==> src/hdl/ps2_config.svh <==
`ifndef PS2_CONFIG_SVH
`define PS2_CONFIG_SVH

// Scan-code FIFO entries
`define PS2_FIFO_DEPTH 8

// System clocks without activity before the line counts as quiet
`define PS2_IDLE_CYCLES 10000

// AXI4-Lite register byte addresses
`define PS2_ADDR_STATUS 4'h0
`define PS2_ADDR_KEY    4'h4
`define PS2_ADDR_COUNT  4'h8
`define PS2_ADDR_CTRL   4'hC

`endif

==> src/hdl/ps2_pkg.sv <==
package ps2_pkg;

    typedef logic [7:0]  scan_code_t;
    typedef logic [7:0]  ascii_t;
    typedef logic [15:0] key_count_t;   // Release counter
    typedef logic [3:0]  axil_addr_t;   // Register byte address
    typedef logic [31:0] axil_data_t;

    // One accepted PS/2 frame
    typedef struct packed {
        scan_code_t code;
    } ps2_frame_t;

    // Decoded key, 18 bits
    typedef struct packed {
        scan_code_t code;
        ascii_t     ascii;
        logic       released;   // Came after F0
        logic       extended;   // Came after E0
    } key_event_t;

    // Prefix tracking in the decoder
    typedef enum logic [1:0] {
        IDLE,
        GOT_E0,
        GOT_F0,
        GOT_E0F0
    } dec_state_t;

endpackage

==> src/hdl/ps2_frame_rx.sv <==
`timescale 1ns/1ns
`include "ps2_config.svh"

module ps2_frame_rx
    import ps2_pkg::*;
(
    input  logic       clk,
    input  logic       reset,
    input  logic       ps2_clk,
    input  logic       ps2_data,
    output logic       frame_valid,
    output ps2_frame_t frame,
    output logic       frame_error
);

    localparam int TIMER_W = $clog2(`PS2_IDLE_CYCLES + 1);

    logic [1:0]         clk_sync;    // Two-flop synchronizer
    logic [1:0]         data_sync;
    logic               clk_prev;    // Edge-detect register
    logic               clk_fall;
    logic [9:0]         shift;       // Start, data, parity, LSB first
    logic [3:0]         bit_cnt;
    logic [TIMER_W-1:0] gap_timer;   // Cycles since last PS/2 edge
    logic               bits_ok;

    always_ff @(posedge clk) begin
        if (reset) begin
            clk_sync  <= 2'b11;      // Lines idle high
            data_sync <= 2'b11;
            clk_prev  <= 1'b1;
        end else begin
            clk_sync  <= {clk_sync[0], ps2_clk};
            data_sync <= {data_sync[0], ps2_data};
            clk_prev  <= clk_sync[1];
        end
    end

    assign clk_fall = clk_prev & ~clk_sync[1];

    // Start low, odd parity over data and parity, stop high on the line now
    assign bits_ok = ~shift[0] & (^shift[9:1]) & data_sync[1];

    always_ff @(posedge clk) begin
        if (reset) begin
            bit_cnt     <= '0;
            gap_timer   <= '0;
            frame_valid <= 1'b0;
            frame_error <= 1'b0;
        end else begin
            frame_valid <= 1'b0;
            frame_error <= 1'b0;
            if (clk_fall) begin
                gap_timer <= '0;
                if (bit_cnt == 4'd10) begin      // Stop bit edge
                    bit_cnt     <= '0;
                    frame_valid <= bits_ok;
                    frame_error <= ~bits_ok;
                end else begin
                    bit_cnt <= bit_cnt + 4'd1;
                end
            end else if (bit_cnt != '0) begin
                // A frame stalled too long is dropped so the next one aligns
                if (gap_timer == TIMER_W'(`PS2_IDLE_CYCLES)) begin
                    bit_cnt   <= '0;
                    gap_timer <= '0;
                end else begin
                    gap_timer <= gap_timer + 1'b1;
                end
            end
        end
    end

    always_ff @(posedge clk) begin
        if (clk_fall && bit_cnt != 4'd10) begin
            shift <= {data_sync[1], shift[9:1]};
        end
        if (clk_fall && bit_cnt == 4'd10) begin
            frame.code <= shift[8:1];        // Data bits only
        end
    end

endmodule

==> src/hdl/scan_fifo.sv <==
`timescale 1ns/1ns
`include "ps2_config.svh"

module scan_fifo
    import ps2_pkg::*;
(
    input  logic       clk,
    input  logic       reset,
    input  logic       push,
    input  scan_code_t push_code,
    output logic       code_valid,
    output scan_code_t code,
    input  logic       code_pop,
    input  logic       clear_overflow,
    output logic       overflow
);

    localparam int DEPTH = `PS2_FIFO_DEPTH;
    localparam int PTR_W = $clog2(DEPTH);
    localparam int CNT_W = $clog2(DEPTH + 1);

    scan_code_t       mem [DEPTH];
    logic [PTR_W-1:0] wr_ptr;
    logic [PTR_W-1:0] rd_ptr;
    logic [CNT_W-1:0] count;       // Occupancy, all entries usable
    logic             full;
    logic             do_push;
    logic             do_pop;

    assign full       = (count == CNT_W'(DEPTH));
    assign code_valid = (count != '0);
    assign code       = mem[rd_ptr];   // Oldest entry
    assign do_pop     = code_pop & code_valid;
    assign do_push    = push & (~full | do_pop);  // Room freed by a same-cycle pop

    always_ff @(posedge clk) begin
        if (reset) begin
            wr_ptr   <= '0;
            rd_ptr   <= '0;
            count    <= '0;
            overflow <= 1'b0;
        end else begin
            if (do_push) begin
                wr_ptr <= (wr_ptr == PTR_W'(DEPTH - 1)) ? '0 : wr_ptr + 1'b1;
            end
            if (do_pop) begin
                rd_ptr <= (rd_ptr == PTR_W'(DEPTH - 1)) ? '0 : rd_ptr + 1'b1;
            end
            case ({do_push, do_pop})
                2'b10:   count <= count + 1'b1;
                2'b01:   count <= count - 1'b1;
                default: count <= count;
            endcase
            if (push && !do_push) begin
                overflow <= 1'b1;          // Code lost, set wins over clear
            end else if (clear_overflow) begin
                overflow <= 1'b0;
            end
        end
    end

    always_ff @(posedge clk) begin
        if (do_push) begin
            mem[wr_ptr] <= push_code;
        end
    end

endmodule

==> src/hdl/key_decoder.sv <==
`timescale 1ns/1ns
`include "ps2_config.svh"

module key_decoder
    import ps2_pkg::*;
(
    input  logic       clk,
    input  logic       reset,
    input  logic       code_valid,
    input  scan_code_t code,
    output logic       code_pop,
    input  logic       frame_seen,
    output logic       event_valid,
    output key_event_t key_event,
    input  logic       event_ack,
    input  logic       clear_count,
    output key_count_t release_count,
    output logic       idle
);

    localparam int         IDLE_W       = $clog2(`PS2_IDLE_CYCLES + 2);
    localparam scan_code_t EXT_PREFIX   = 8'hE0;
    localparam scan_code_t BREAK_PREFIX = 8'hF0;

    dec_state_t        state;
    logic              is_prefix;
    logic              is_break;
    logic              is_ext;
    logic [IDLE_W-1:0] idle_timer;

    // Letters and digits only
    function automatic ascii_t scan_to_ascii(input scan_code_t sc);
        ascii_t ch;
        case (sc)
            8'h1C: ch = "A";
            8'h32: ch = "B";
            8'h21: ch = "C";
            8'h23: ch = "D";
            8'h24: ch = "E";
            8'h2B: ch = "F";
            8'h34: ch = "G";
            8'h33: ch = "H";
            8'h43: ch = "I";
            8'h3B: ch = "J";
            8'h42: ch = "K";
            8'h4B: ch = "L";
            8'h3A: ch = "M";
            8'h31: ch = "N";
            8'h44: ch = "O";
            8'h4D: ch = "P";
            8'h15: ch = "Q";
            8'h2D: ch = "R";
            8'h1B: ch = "S";
            8'h2C: ch = "T";
            8'h3C: ch = "U";
            8'h2A: ch = "V";
            8'h1D: ch = "W";
            8'h22: ch = "X";
            8'h35: ch = "Y";
            8'h1A: ch = "Z";
            8'h45: ch = "0";
            8'h16: ch = "1";
            8'h1E: ch = "2";
            8'h26: ch = "3";
            8'h25: ch = "4";
            8'h2E: ch = "5";
            8'h36: ch = "6";
            8'h3D: ch = "7";
            8'h3E: ch = "8";
            8'h46: ch = "9";
            default: ch = 8'h00;
        endcase
        return ch;
    endfunction

    assign code_pop  = code_valid & ~event_valid;   // Held event stalls the FIFO
    assign is_prefix = (code == EXT_PREFIX) || (code == BREAK_PREFIX);
    assign is_break  = (state == GOT_F0) || (state == GOT_E0F0);
    assign is_ext    = (state == GOT_E0) || (state == GOT_E0F0);
    assign idle      = idle_timer > IDLE_W'(`PS2_IDLE_CYCLES);

    always_ff @(posedge clk) begin
        if (reset) begin
            state         <= IDLE;
            event_valid   <= 1'b0;
            release_count <= '0;
        end else begin
            if (event_ack) begin
                event_valid <= 1'b0;
            end
            if (clear_count) begin
                release_count <= '0;
            end else if (code_pop && !is_prefix && is_break && release_count != '1) begin
                release_count <= release_count + 1'b1;   // Saturates
            end
            if (code_pop) begin
                case (code)
                    EXT_PREFIX:   state <= is_break ? GOT_E0F0 : GOT_E0;
                    BREAK_PREFIX: state <= is_ext ? GOT_E0F0 : GOT_F0;
                    default: begin
                        state       <= IDLE;     // Key code ends the sequence
                        event_valid <= 1'b1;
                    end
                endcase
            end
        end
    end

    always_ff @(posedge clk) begin
        if (code_pop && !is_prefix) begin
            key_event.code     <= code;
            key_event.ascii    <= is_ext ? 8'h00 : scan_to_ascii(code);
            key_event.released <= is_break;
            key_event.extended <= is_ext;
        end
    end

    always_ff @(posedge clk) begin
        if (reset) begin
            idle_timer <= '0;
        end else if (frame_seen) begin
            idle_timer <= '0;
        end else if (!idle) begin
            idle_timer <= idle_timer + 1'b1;   // Stops once idle
        end
    end

endmodule

==> src/hdl/ps2_axil_regs.sv <==
`timescale 1ns/1ns
`include "ps2_config.svh"

module ps2_axil_regs
    import ps2_pkg::*;
(
    input  logic       clk,
    input  logic       reset,
    input  axil_addr_t awaddr,
    input  logic       awvalid,
    output logic       awready,
    input  axil_data_t wdata,
    input  logic       wvalid,
    output logic       wready,
    output logic [1:0] bresp,
    output logic       bvalid,
    input  logic       bready,
    input  axil_addr_t araddr,
    input  logic       arvalid,
    output logic       arready,
    output axil_data_t rdata,
    output logic [1:0] rresp,
    output logic       rvalid,
    input  logic       rready,
    input  logic       event_valid,
    input  key_event_t key_event,
    output logic       event_ack,
    input  logic       overflow,
    input  logic       frame_error,
    input  logic       idle,
    input  key_count_t release_count,
    output logic       clear_overflow,
    output logic       clear_count
);

    localparam logic [1:0] RESP_OKAY   = 2'b00;
    localparam logic [1:0] RESP_SLVERR = 2'b10;

    logic       ar_fire;
    logic       rd_hit;
    logic       key_pop;
    axil_data_t rd_word;
    logic       aw_held;      // Address arrived before data
    logic       w_held;       // Data arrived before address
    axil_addr_t aw_addr_q;
    axil_data_t w_data_q;
    logic       aw_fire;
    logic       w_fire;
    logic       do_write;
    axil_addr_t wr_addr;
    axil_data_t wr_data;
    logic       wr_hit;
    logic       ctrl_write;
    logic       frame_err_flag;   // Sticky

    assign arready = ~rvalid;
    assign ar_fire = arvalid & arready;

    always_comb begin
        rd_hit  = 1'b1;
        rd_word = '0;
        case (araddr)
            `PS2_ADDR_STATUS: rd_word = {28'd0, idle, frame_err_flag, overflow, event_valid};
            `PS2_ADDR_KEY: begin
                if (event_valid) begin
                    rd_word = {1'b1, 13'd0, key_event.extended, key_event.released,
                               key_event.ascii, key_event.code};
                end
            end
            `PS2_ADDR_COUNT:  rd_word = {16'd0, release_count};
            `PS2_ADDR_CTRL:   rd_word = '0;   // Write only
            default:          rd_hit  = 1'b0;
        endcase
    end

    assign key_pop = ar_fire & event_valid & (araddr == `PS2_ADDR_KEY);

    always_ff @(posedge clk) begin
        if (reset) begin
            rvalid    <= 1'b0;
            event_ack <= 1'b0;
        end else begin
            event_ack <= key_pop;     // Event already captured in rdata
            if (ar_fire) begin
                rvalid <= 1'b1;
            end else if (rready) begin
                rvalid <= 1'b0;
            end
        end
    end

    always_ff @(posedge clk) begin
        if (ar_fire) begin
            rdata <= rd_word;
            rresp <= rd_hit ? RESP_OKAY : RESP_SLVERR;
        end
    end

    assign awready    = ~bvalid & ~aw_held;
    assign wready     = ~bvalid & ~w_held;
    assign aw_fire    = awvalid & awready;
    assign w_fire     = wvalid & wready;
    assign wr_addr    = aw_held ? aw_addr_q : awaddr;
    assign wr_data    = w_held ? w_data_q : wdata;
    assign do_write   = (aw_held | aw_fire) & (w_held | w_fire);
    assign wr_hit     = wr_addr inside {`PS2_ADDR_STATUS, `PS2_ADDR_KEY,
                                        `PS2_ADDR_COUNT, `PS2_ADDR_CTRL};
    assign ctrl_write = do_write & (wr_addr == `PS2_ADDR_CTRL);

    always_ff @(posedge clk) begin
        if (reset) begin
            bvalid         <= 1'b0;
            aw_held        <= 1'b0;
            w_held         <= 1'b0;
            clear_overflow <= 1'b0;
            clear_count    <= 1'b0;
            frame_err_flag <= 1'b0;
        end else begin
            clear_overflow <= ctrl_write & wr_data[0];
            clear_count    <= ctrl_write & wr_data[2];
            if (frame_error) begin
                frame_err_flag <= 1'b1;
            end else if (ctrl_write && wr_data[1]) begin
                frame_err_flag <= 1'b0;
            end
            if (bvalid && bready) begin
                bvalid <= 1'b0;
            end
            if (do_write) begin
                bvalid  <= 1'b1;
                aw_held <= 1'b0;
                w_held  <= 1'b0;
            end else begin
                if (aw_fire) begin
                    aw_held <= 1'b1;
                end
                if (w_fire) begin
                    w_held <= 1'b1;
                end
            end
        end
    end

    always_ff @(posedge clk) begin
        if (aw_fire) begin
            aw_addr_q <= awaddr;
        end
        if (w_fire) begin
            w_data_q <= wdata;
        end
        if (do_write) begin
            bresp <= wr_hit ? RESP_OKAY : RESP_SLVERR;
        end
    end

endmodule

==> src/hdl/ps2_keyboard_top.sv <==
`timescale 1ns/1ns

module ps2_keyboard_top
    import ps2_pkg::*;
(
    input  logic       clk,
    input  logic       reset,
    input  logic       ps2_clk,
    input  logic       ps2_data,
    input  axil_addr_t awaddr,
    input  logic       awvalid,
    output logic       awready,
    input  axil_data_t wdata,
    input  logic       wvalid,
    output logic       wready,
    output logic [1:0] bresp,
    output logic       bvalid,
    input  logic       bready,
    input  axil_addr_t araddr,
    input  logic       arvalid,
    output logic       arready,
    output axil_data_t rdata,
    output logic [1:0] rresp,
    output logic       rvalid,
    input  logic       rready
);

    logic       frame_valid;
    ps2_frame_t frame;
    logic       frame_error;
    logic       code_valid;
    scan_code_t code;
    logic       code_pop;
    logic       overflow;
    logic       clear_overflow;
    logic       event_valid;
    key_event_t key_event;
    logic       event_ack;
    key_count_t release_count;
    logic       clear_count;
    logic       idle;

    ps2_frame_rx ps2_frame_rx_i (
        .clk         (clk),
        .reset       (reset),
        .ps2_clk     (ps2_clk),
        .ps2_data    (ps2_data),
        .frame_valid (frame_valid),
        .frame       (frame),
        .frame_error (frame_error)
    );

    scan_fifo scan_fifo_i (
        .clk            (clk),
        .reset          (reset),
        .push           (frame_valid),
        .push_code      (frame.code),
        .code_valid     (code_valid),
        .code           (code),
        .code_pop       (code_pop),
        .clear_overflow (clear_overflow),
        .overflow       (overflow)
    );

    key_decoder key_decoder_i (
        .clk           (clk),
        .reset         (reset),
        .code_valid    (code_valid),
        .code          (code),
        .code_pop      (code_pop),
        .frame_seen    (frame_valid),     // Any good frame restarts the idle timer
        .event_valid   (event_valid),
        .key_event     (key_event),
        .event_ack     (event_ack),
        .clear_count   (clear_count),
        .release_count (release_count),
        .idle          (idle)
    );

    ps2_axil_regs ps2_axil_regs_i (
        .clk            (clk),
        .reset          (reset),
        .awaddr         (awaddr),
        .awvalid        (awvalid),
        .awready        (awready),
        .wdata          (wdata),
        .wvalid         (wvalid),
        .wready         (wready),
        .bresp          (bresp),
        .bvalid         (bvalid),
        .bready         (bready),
        .araddr         (araddr),
        .arvalid        (arvalid),
        .arready        (arready),
        .rdata          (rdata),
        .rresp          (rresp),
        .rvalid         (rvalid),
        .rready         (rready),
        .event_valid    (event_valid),
        .key_event      (key_event),
        .event_ack      (event_ack),
        .overflow       (overflow),
        .frame_error    (frame_error),
        .idle           (idle),
        .release_count  (release_count),
        .clear_overflow (clear_overflow),
        .clear_count    (clear_count)
    );

endmodule

==> config.mk <==
export PLATFORM = sky130hd
export DESIGN_NAME = ps2_keyboard_top
export DESIGN_NICKNAME = d
export VERILOG_FILES = /design/src/hdl/ps2_pkg.sv /design/src/hdl/ps2_frame_rx.sv /design/src/hdl/scan_fifo.sv /design/src/hdl/key_decoder.sv /design/src/hdl/ps2_axil_regs.sv /design/src/hdl/ps2_keyboard_top.sv
export VERILOG_INCLUDE_DIRS = /design/src /design/src/hdl
export SDC_FILE = /design/constraint.sdc
export NUM_CORES = 1
export LEC_CHECK = 0
export ABC_CLOCK_PERIOD_IN_PS = 5700
export BUFFER_PORTS_ARGS = -buffer_cell sky130_fd_sc_hd__buf_2
export CAP_MARGIN = 20
export CORE_ASPECT_RATIO = 0.7
export CORE_MARGIN = 4
export CORE_UTILIZATION = 60
export CTS_BUF_LIST = sky130_fd_sc_hd__clkbuf_8
export DETAILED_ROUTE_END_ITERATION = 8
export PLACE_DENSITY = 0.86
export SKIP_LAST_GASP = 1
export SLEW_MARGIN = 30
export SYNTH_ARGS = -nofsm -noshare
export SYNTH_HDL_FRONTEND = slang
export SYNTH_SLANG_ARGS = --single-unit
==> constraint.sdc <==
create_clock -name clk -period 5.7 [get_ports clk]
set_input_delay 0.57 -clock clk [delete_from_list [all_inputs] [get_ports clk]]
set_output_delay 0.57 -clock clk [all_outputs]
set_load 0.01 [all_outputs]
==> impl_metrics.csv, run 1 <==
group,metric,value,unit
status,status,"completed",
placed_design,place_congestion,0.856,
pwr,p_per_area,376,nW/um^2
timing,max_freq,0.273,GHz
timing,tns,0,ps
floorplanning,row_count,37,
critical_path,r2r_slack,2030,ps
synth,synth_area,9240,sq um
routing,dr_wl_met2,8600,um
floorplanning,die_h,112,um
layout,area_growth,10.1,%
routing,vias,6204,
routing,dr.pass1.iters,5,
clock_tree,clkTransAtPathRegs,70,ps
synth,synthFlopType,"edfxtp_1",
floorplanning,dieArea,17500,sq um
synth,synth_cell_types,69,
synth,synth_area_leader_cell,"edfxtp_1",
clock_tree,hold_buffers,0,
routing,drc,0,
global_route,overflow,0,
routing,ant_nets,0,
clock_tree,htreeDepth,1,
layout,n_antenna_cell,0,
flow_run,drv_cap,0,
critical_path,path_class,"flop to flop",
synth,synthTopCellsByArea,"edfxtp_1 41%, dfxtp_1 17%, mux4_2 3.9%",
pwr,internal_power,2.65,mW
global_route,antenna_found_initial,0,
synth,syn_inst,777,
floorplanning,start_util,62.0,%
synth,synth_warnings,0,
clock_tree,clkLatencyLatePin,560,ps
synth,avgSynthCellArea,11.9,sq um
synth,synth_seq_cells,207,
clock_tree,cts.sinks,207,
pwr,p_switching,1.18,mW
timing,max_slew_margin,35.5,%
clock_tree,post_cts_resized,0,
timing,hold_viol,0,
pwr,pwr-share-clk,29.4,%
synth,synthTopCellsByCount,"127 x edfxtp_1, 80 x dfxtp_1, 69 x nor2_1",
worst_hold_path,worstHoldStart,"ps2_data",
synth,yosysMostFrequentCell,"edfxtp_1",
timing,hold-worst-slack,196,ps
routing,met3WireLength,1420,um
critical_path,end_kind,"flop",
worst_hold_path,hold_depth,2,
global_route,grt_pass1_vias,5880,
synth,synth.top_cell.area_share,41.3,%
critical_path,crit_fanout,17,
timing,grt_setup_unrepaired,"false",
synth,yosysSeqAreaShare,58.6,%
timing,period_share,64.4,%
critical_path,startpoint_type,"flop",
clock_tree,cts_tree,"yes",
global_route,grt_pass1_wl,29500,um
routing,wl_met1,7970,um
clock_tree,cts_root_buf,"clkbuf_8",
critical_path,critPathArrivalTime,4110,ps
routing,viasPerCell,5.91,
floorplanning,die_x,156,um
pwr,leakage,3.55,nW
placed_design,dp_hpwl,12400,um
critical_path,reg2reg_depth,9,
worst_hold_path,min_to,"ps2_frame_rx_i.data_sync[0]$_SDFF_PP1_",
critical_path,crit_required,6140,ps
critical_path,r2r_end,"key_decoder_i.release_count[7]$_SDFFE_PP0P_",
synth,synth-edff-count,127,
timing,finalSetupViolCount,0,
clock_tree,postCtsSetupBuffers,0,
routing,finalWirelength,18200,um
timing,slew_viol_final,0,
synth,ys_async_sr_fraction,0,%
timing,worstMarginPinSlew,960,ps
timing,clock_skew,25.5,ps
clock_tree,ctsLongestPathBuffers,3,
pwr,comb_power_share,23.2,%
global_route,grtUsageTotal,20.7,%
pwr,ir_drop,266,uV
floorplanning,coreArea,14900,sq um
pwr,netSwitchingFraction,30.9,%
clock_tree,cts_buffers,30,
layout,nNetsFinal,903,
layout,layout-drive-gt1-share,15.9,%
routing,wl_per_cell,17.4,um
timing,final.min_clock_period,3670,ps
pwr,p_seq_share,47.4,%
global_route,grt_max_degree,33,
worst_hold_path,min_path_type,"input pin to flop",
routing,maxUsedRoutingLayer,"met4",
placed_design,port_buffers,45,
floorplanning,ios,90,
routing,drt_iter0_markers,522,
==> metal layers <==
metal  GRT usage, %  vias up
met5              0        -
met4           6.36        0
met3           4.08       24
met2           32.0      268
met1           29.9     2942
li1               -     2970
==> power groups by stage <==
stage	clock (mW)	combinational, mW	sequential, mW
floorplan	0	0.697	1.81
global placement	0	0.825	1.83
detailed placement	0	0.863	1.84
CTS	1.14	0.873	1.81
global route	1.22	0.980	1.82
finish	1.12	0.890	1.81
==> layout by cell type (no fill, tap or decap), drive strengths merged, types with 3 or more instances in the layout <==
cell type,n
edfxtp,127
dfxtp,80
nor2,69
nand2,58
buf,56
a21oi,42
inv,42
clkbuf,33
o21ai,32
xnor2,28
ha,21
mux2i,20
nand3,17
nand4,17
mux4,16
nor3,16
conb,15
or3,13
clkinv,13
a22o,12
a2111oi,12
o31ai,10
xor2,10
or2,9
nand2b,8
o211ai,8
and3,6
or4,6
and2,5
and4,4
a31oi,4
a211oi,4
nor2b,4
o311ai,4
nor4,3
==> logic make-up (layout without fill, tap and decap cells) <==
logic type	after synthesis	count (layout)	share of synthesized area, %
AOI/OAI and AO/OA	145	145	10.5
xor gates and xnor gates	38	38	3.60
adders and majority gates	22	22	3.06
buffers and inverters	82	146	4.41
DFF	207	207	58.6
muxes	38	38	6.66
other	1	15	0.0406
and+or+nand+nor	244	244	13.2
==> critical path, cell delays in order, from the launching register on <==
cell	delay (ps)
dfxtp_1	320
buf_4	310
mux4_2	540
mux2i_1	690
ha_1	380
nand2_2	150
o311ai_4	660
buf_6	250
o311ai_0	150
o41ai_1	100
==> area by class of cell <==
cell class | instances | area [sq um]
Sequential cell | 207 | 5420
Tap cell | 195 | 244
Inverter | 35 | 134
Fill cell | 1079 | 4730
Timing Repair Buffer | 56 | 312
Multi-Input combinational cell | 502 | 3490
Clock buffer | 33 | 454
Clock inverter | 22 | 126
==> flip-flops by register name, summed over array words and instances, names as in the netlist, 2 cells and up, named ones only <==
| register | count |
|---|---|
| scan_fifo_i.wr_ptr | 3 |
| key_decoder_i.key_event | 17 |
| ps2_axil_regs_i.aw_addr_q | 4 |
| ps2_axil_regs_i.w_data_q | 3 |
| ps2_frame_rx_i.bit_cnt | 4 |
| ps2_frame_rx_i.data_sync | 2 |
| ps2_frame_rx_i.gap_timer | 14 |
| scan_fifo_i.rd_ptr | 3 |
| scan_fifo_i.mem | 64 |
| scan_fifo_i.count | 4 |
| ps2_frame_rx_i.clk_sync | 2 |
| key_decoder_i.release_count | 16 |
| ps2_frame_rx_i.shift | 10 |
| key_decoder_i.state | 2 |
| ps2_frame_rx_i.frame | 8 |
| ps2_axil_regs_i.rdata | 19 |
| key_decoder_i.idle_timer | 14 |
==> worst max-delay path by stage <==
stage                     from                                     endpoint  slack [ps]  cells past startpoint
after global routing      flop  key_decoder_i.release_count[7]$_SDFFE_PP0P_        1700                      9
final                     flop  key_decoder_i.release_count[7]$_SDFFE_PP0P_        2030                      9
after detailed placement  flop  key_decoder_i.release_count[7]$_SDFFE_PP0P_        1830                      8
after global placement    flop  key_decoder_i.release_count[7]$_SDFFE_PP0P_        1990                      8
after floorplan           flop         key_decoder_i.key_event[0]$_DFFE_PP_        2770                      8
after CTS                 flop  key_decoder_i.release_count[7]$_SDFFE_PP0P_        1790                      8
==> metrics by stage <==
step | cell area [sq um] | power [mW] | worst slack [ps] | std cells | util [%]
floorplan | 9300 | 2.51 | 2770 | 791 | -
global placement | 9570 | 2.66 | 1990 | 994 | 64.2
detailed placement | 9570 | 2.71 | 1830 | 994 | 64.2
CTS | 10200 | 3.83 | 1790 | 1049 | 68.1
global route | 10200 | 4.03 | 1700 | 1050 | 68.2
finish | 10200 | 3.83 | 2030 | 1050 | 68.2
(Power assumes the default switching activity.)
==> run 2, diff against run 1 <==
--- a/config.mk
+++ b/config.mk
@@ -6,15 +6,16 @@
 export SDC_FILE = /design/constraint.sdc
 export NUM_CORES = 1
 export LEC_CHECK = 0
-export ABC_CLOCK_PERIOD_IN_PS = 5700
+export ABC_AREA = 1
+export ABC_CLOCK_PERIOD_IN_PS = 3000
 export BUFFER_PORTS_ARGS = -buffer_cell sky130_fd_sc_hd__buf_2
 export CAP_MARGIN = 20
 export CORE_ASPECT_RATIO = 0.7
 export CORE_MARGIN = 4
-export CORE_UTILIZATION = 60
+export CORE_UTILIZATION = 56
 export CTS_BUF_LIST = sky130_fd_sc_hd__clkbuf_8
 export DETAILED_ROUTE_END_ITERATION = 8
-export PLACE_DENSITY = 0.86
+export PLACE_DENSITY = 0.84
 export SKIP_LAST_GASP = 1
 export SLEW_MARGIN = 30
 export SYNTH_ARGS = -nofsm -noshare
==> constraint.sdc (replaced) <==
create_clock -name clk -period 3 [get_ports clk]
set_input_delay 0.3 -clock clk [delete_from_list [all_inputs] [get_ports clk]]
set_output_delay 0.3 -clock clk [all_outputs]
set_load 0.01 [all_outputs]
==> impl_metrics.csv, run 2 <==
group,metric,value,unit
timing,max_freq,0.391,GHz
synth,avgSynthCellArea,9.11,sq um
layout,reg_top3,"scan_fifo_i.mem: 64 flops, ps2_axil_regs_i.rdata: 19 flops, key_decoder_i.key_event: 17 flops",
layout,nNetsFinal,1218,
global_route,grt_max_degree,22,
synth,synth_seq_cells,207,
placed_design,placed_cell_area,10100,sq um
critical_path,r2r_end,"key_decoder_i.release_count[14]$_SDFFE_PP0P_",
timing,worstMarginPinSlew,898,ps
critical_path,startpoint_type,"flop",
synth,yosysMostFrequentCell,"nand2_1",
routing,viasPerCell,5.32,
critical_path,r2r_slack,440,ps
clock_tree,htreeDepth,1,
synth,synth_area_leader_cell,"edfxtp_1",
critical_path,crit_path_end,"key_decoder_i.release_count[14]$_SDFFE_PP0P_",
clock_tree,cts.sinks,207,
timing,tns,0,ps
timing,final.min_clock_period,2560,ps
pwr,leakage,4.43,nW
clock_tree,postCtsSetupBuffers,0,
layout,most-common-layout-cells,"236 x nand2_1, 140 x inv_1, 127 x edfxtp_1",
floorplanning,start_util,56.8,%
layout,final_common_cell,"nand2_1",
routing,wl_per_cell,14.6,um
routing,finalWirelength,20500,um
global_route,grt_pass1_vias,7100,
floorplanning,ios,90,
layout,n_antenna_cell,0,
critical_path,crit_chain,"buf_4 -> nor2_1 -> nor2_1 -> o21ai_0 -> nand2_1 -> o21ai_1 -> ha_1 -> nand2_1 -> nor2_2 -> nand2_1 -> nand2_2 -> nor2_4 -> buf_4 -> nand4_1 -> a21oi_1",
synth,syn_inst,1068,
placed_design,place_inst,1334,
synth,synth.top_cell.area_share,39.2,%
synth,synth-edff-count,127,
floorplanning,die_h,118,um
critical_path,crit_slowest_cell,"dfxtp_2",
critical_path,end_kind,"flop",
global_route,grt_pass1_wl,33800,um
placed_design,place_congestion,0.968,
synth,synth_cell_types,47,
clock_tree,ctsLongestPathBuffers,3,
layout,finish.instance_area,10900,sq um
layout,largest_reg_flops,64,
global_route,overflow,0,
timing,grt_setup_unrepaired,"false",
status,status,"completed",
floorplanning,coreArea,17100,sq um
critical_path,critPathArrivalTime,3040,ps
pwr,ir_drop,585,uV
synth,synthTopCellsByArea,"edfxtp_1 39%, dfxtp_1 16%, nand2_1 9.1%",
clock_tree,clkLatencyLatePin,570,ps
layout,final_cell_count_no_fill,1402,
timing,max_slew_margin,39.9,%
pwr,p_per_area,832,nW/um^2
synth,synthTopCellsByCount,"236 x nand2_1, 130 x inv_1, 127 x edfxtp_1",
timing,finalSetupViolCount,0,
synth,yosysSeqAreaShare,55.7,%
floorplanning,row_count,40,
synth,synth_warnings,0,
pwr,finalPower,9.04,mW
clock_tree,cts_tree,"yes",
critical_path,crit_required,3490,ps
critical_path,reg2reg_depth,15,
floorplanning,dieArea,19600,sq um
layout,layout-drive-gt1-share,12.0,%
placed_design,port_buffers,45,
timing,period_share,85.2,%
global_route,antenna_found_initial,0,
critical_path,crit_fanout,12,
routing,vias,7459,
clock_tree,cts_buffers,31,
layout,fill_cells,1361,
layout,area_growth,11.8,%
layout,regMostFlops,"scan_fifo_i.mem",
routing,dr.pass1.iters,7,
timing,hold_viol,0,
global_route,grtUsageTotal,21.0,%
routing,drt_iter0_markers,799,
critical_path,cpMostUsedCell,"nand2_1",
critical_path,path_class,"flop to flop",
flow_run,drv_cap,0,
synth,synth_area,9720,sq um
synth,synthFlopType,"edfxtp_1",
critical_path,max_stage_delay,490,ps
clock_tree,clkTransAtPathRegs,60,ps
timing,slew_viol_final,0,
timing,clock_skew,12.0,ps
clock_tree,cts_root_buf,"clkbuf_8",
routing,drc,0,
routing,ant_nets,0,
worst_hold_path,min_path_type,"input pin to flop",
floorplanning,die_x,166,um
timing,hold-worst-slack,60.0,ps
placed_design,dp_hpwl,13900,um
synth,ys_async_sr_fraction,0,%
-- run 2: cell count changes after synthesis, moves of 19 or more --
| cell | delta |
|---|---|
| nand2_1 | +180 |
| inv_1 | +98 |
| nand3_1 | +60 |
| nor2_1 | +31 |
| o21ai_0 | +21 |
| xnor2_1 | -19 |
-- run 2: worst max-delay path: cells and delay by family, from the launching register on --
kind / cells / cell delay (ps)
fa+ha+maj: 1 / 240
flops: 1 / 490
compound gates: 3 / 380
buf+inv: 2 / 480
simple gates: 9 / 870
-- run 2: cell type report --
cell class	count	area (sq um)	area share (%)
sequential	207	5420	49.8
multi-input combinational	695	3530	32.4
clock buffer	37	509	4.69
timing repair buffer	79	508	4.67
inverter	133	507	4.66
tap	231	289	2.66
clock inverter	20	114	1.05
-- run 2: power breakdown --
group | total, mW | switching [mW] | internal, mW
logic | 3.30 | 2.25 | 1.05
clock network | 2.27 | 1.07 | 1.21
registers | 3.47 | 0.128 | 3.34
-- run 2: per-stage QoR --
stage                     util [%]  setup slack [ps]
after global routing          63.5               205
after floorplan                  -               753
after CTS                     63.5               178
after detailed placement      59.2               211
after global placement        59.2               416
final                         63.5               443
-- run 2: kinds of logic (layout without fill, tap and decap cells) --
group | after synthesis | after routing | share of synthesized area [%]
fa+ha+maj | 22 | 22 | 2.91
compound gates | 127 | 127 | 7.19
xor+xnor | 30 | 30 | 2.70
flops | 207 | 207 | 55.7
buf+inv | 180 | 269 | 8.65
mux | 2 | 2 | 0.206
other cells | 1 | 15 | 0.0386
simple gates | 499 | 499 | 22.6
-- run 2: metal layers --
layer	wire length, um	global-route usage [%]
met1	9340	31.2
met2	9140	31.2
met3	1590	4.39
met4	445	6.08
met5	0	0
-- run 2: timing repair --
action                                  in CTS  in global routing
hold endpoints to repair                    13                  0
endpoints found under the setup margin       0                 36
hold buffers                                11                  0
gates resized for setup                      0                  2
-- run 2: worst min-delay path by stage --
stage	start	end	slack, ps	cells past startpoint
6_report	rready	ps2_axil_regs_i.rvalid$_SDFFE_PP0P_	60	3
5_1_grt	rready	ps2_axil_regs_i.rvalid$_SDFFE_PP0P_	30	3
4_1_cts	rready	ps2_axil_regs_i.rvalid$_SDFFE_PP0P_	40	3
3_5_place_dp	ps2_frame_rx_i.data_sync[0]$_SDFF_PP1_	ps2_frame_rx_i.data_sync[1]$_SDFF_PP1_	390	1
3_3_place_gp	ps2_frame_rx_i.data_sync[0]$_SDFF_PP1_	ps2_frame_rx_i.data_sync[1]$_SDFF_PP1_	390	1
2_1_floorplan	ps2_frame_rx_i.clk_sync[0]$_SDFF_PP1_	ps2_frame_rx_i.clk_sync[1]$_SDFF_PP1_	390	1
==> run 3, diff against run 2 <==
--- a/config.mk
+++ b/config.mk
@@ -16,6 +16,7 @@
 export CTS_BUF_LIST = sky130_fd_sc_hd__clkbuf_8
 export DETAILED_ROUTE_END_ITERATION = 8
 export PLACE_DENSITY = 0.84
+export RECOVER_POWER = 25
 export SKIP_LAST_GASP = 1
 export SLEW_MARGIN = 30
 export SYNTH_ARGS = -nofsm -noshare
==> impl_metrics.csv, run 3 (same netlist as run 2, synthesis figures left out) <==
group,metric,value,unit
status,status,"completed",
placed_design,place_congestion,0.968,
layout,reg_top3,"scan_fifo_i.mem: 64 flops, ps2_axil_regs_i.rdata: 19 flops, key_decoder_i.key_event: 17 flops",
routing,wl_per_cell,14.6,um
layout,final_common_cell,"nand2_1",
layout,nNetsFinal,1218,
layout,largest_reg_flops,64,
clock_tree,ctsLongestPathBuffers,3,
critical_path,max_stage_delay,480,ps
worst_hold_path,hold_depth,3,
critical_path,crit_chain,"buf_4 -> nor2_1 -> nor2_1 -> o21ai_0 -> nand2_1 -> o21ai_1 -> ha_1 -> nand2_1 -> nor2_2 -> nand2_1 -> nand2_2 -> nor2_4 -> buf_4 -> nand4_1 -> a21oi_1",
pwr,ir_drop,586,uV
layout,regMostFlops,"scan_fifo_i.mem",
critical_path,crit_family,"simple AND/OR/NAND/NOR gates",
global_route,grt_pass1_vias,7100,
timing,tns,0,ps
placed_design,place_inst,1334,
clock_tree,clkTransAtPathRegs,60,ps
timing,hold_viol,0,
critical_path,path_depth,15,
pwr,leakage,4.42,nW
worst_hold_path,min_path_type,"input pin to flop",
critical_path,path_class,"flop to flop",
global_route,antenna_found_initial,0,
clock_tree,cts_buffers,31,
layout,n_antenna_cell,0,
placed_design,port_buffers,45,
critical_path,crit_slowest_cell,"dfxtp_2",
floorplanning,die_h,118,um
routing,viasPerCell,5.33,
layout,area_growth,11.7,%
critical_path,startpoint_type,"flop",
floorplanning,dieArea,19600,sq um
timing,hold-worst-slack,58.6,ps
layout,finish.instance_area,10900,sq um
timing,max_slew_margin,37.6,%
layout,layout-drive-gt1-share,11.5,%
critical_path,cpMostUsedCell,"nand2_1",
placed_design,pre_cts_ws,211,ps
timing,final.min_clock_period,2550,ps
routing,dr.pass1.iters,6,
clock_tree,htreeDepth,1,
critical_path,crit_required,3490,ps
layout,final_core_util,63.5,%
clock_tree,postCtsSetupBuffers,0,
pwr,p_per_area,833,nW/um^2
routing,ant_nets,0,
clock_tree,cts.sinks,207,
clock_tree,clkLatencyLatePin,570,ps
floorplanning,die_x,166,um
global_route,grt_max_degree,22,
flow_run,drv_cap,0,
timing,setup_ws,453,ps
critical_path,crit_fanout,12,
clock_tree,cts_tree,"yes",
floorplanning,start_util,56.8,%
timing,period_share,84.9,%
critical_path,crit_buf_inv,2,
timing,slew_viol_final,0,
pwr,finalPower,9.04,mW
timing,worstMarginPinSlew,933,ps
floorplanning,coreArea,17100,sq um
layout,most-common-layout-cells,"236 x nand2_1, 140 x inv_1, 127 x edfxtp_1",
critical_path,reg2reg_depth,15,
routing,vias,7476,
routing,finalWirelength,20500,um
global_route,grtUsageTotal,21.0,%
clock_tree,cts_root_buf,"clkbuf_8",
timing,max_freq,0.393,GHz
floorplanning,row_count,40,
layout,final_cell_count_no_fill,1402,
timing,clock_skew,10.8,ps
critical_path,critPathArrivalTime,3030,ps
timing,grt_setup_unrepaired,"false",
global_route,grt_pass1_wl,33800,um
placed_design,placed_cell_area,10100,sq um
critical_path,end_kind,"flop",
global_route,overflow,0,
routing,drc,0,
floorplanning,ios,90,
timing,finalSetupViolCount,0,
placed_design,dp_hpwl,13900,um
routing,drt_iter0_markers,790,
-- run 3: changes by cell type in the layout (fill, tap and decap cells not counted) --
cell / before / now
buf_2: 45 / 39
clkbuf_1: 0 / 6
-- run 3: repair_timing --
action	4_1_cts	5_1_grt
setup endpoints to repair	0	36
hold endpoints to repair	13	0
gates resized for setup	0	2
hold buffers	11	0
-- run 3: per-layer routing --
layer  wire length [um]  global-route usage [%]  vias up  share of wire [%]
met5                  0                       0        -                  0
met4                494                    6.08        0                2.4
met3               1570                    4.39       56                7.6
met2               9110                    31.2      304                 44
met1               9340                    31.2     3434                 46
li1                   -                       -     3682                  -
-- run 3: final cells by class --
| type | count | area, sq um |
|---|---|---|
| multi-input combinational | 695 | 3530 |
| timing repair buffer | 79 | 500 |
| fill | 1364 | 6250 |
| clock buffer | 37 | 509 |
| sequential | 207 | 5420 |
| clock inverter | 20 | 114 |
| inverter | 133 | 507 |
| tap | 231 | 289 |
-- run 3: tightest hold or removal path, delay by kind of cell --
| kind | cells | cell delay, ps |
|---|---|---|
| AO/OA/AOI/OAI | 1 | 170 |
| AND/OR/NAND/NOR | 1 | 40 |
| buffers and inverters | 1 | 70 |
-- run 3: final timing paths --
path	from	endpoint	slack, ps
max	flop	key_decoder_i.release_count[14]$_SDFFE_PP0P_	450
min	rready	ps2_axil_regs_i.rvalid$_SDFFE_PP0P_	60
max reg2reg	flop	key_decoder_i.release_count[14]$_SDFFE_PP0P_	450
min reg2reg	ps2_frame_rx_i.data_sync[0]$_SDFF_PP1_	ps2_frame_rx_i.data_sync[1]$_SDFF_PP1_	410
-- run 3: power breakdown --
group / internal (mW) / total [mW] / switching (mW)
Combinational: 1.05 / 3.30 / 2.25
Sequential: 3.34 / 3.47 / 0.128
Clock: 1.21 / 2.27 / 1.07
Total: 5.60 / 9.04 / 3.45
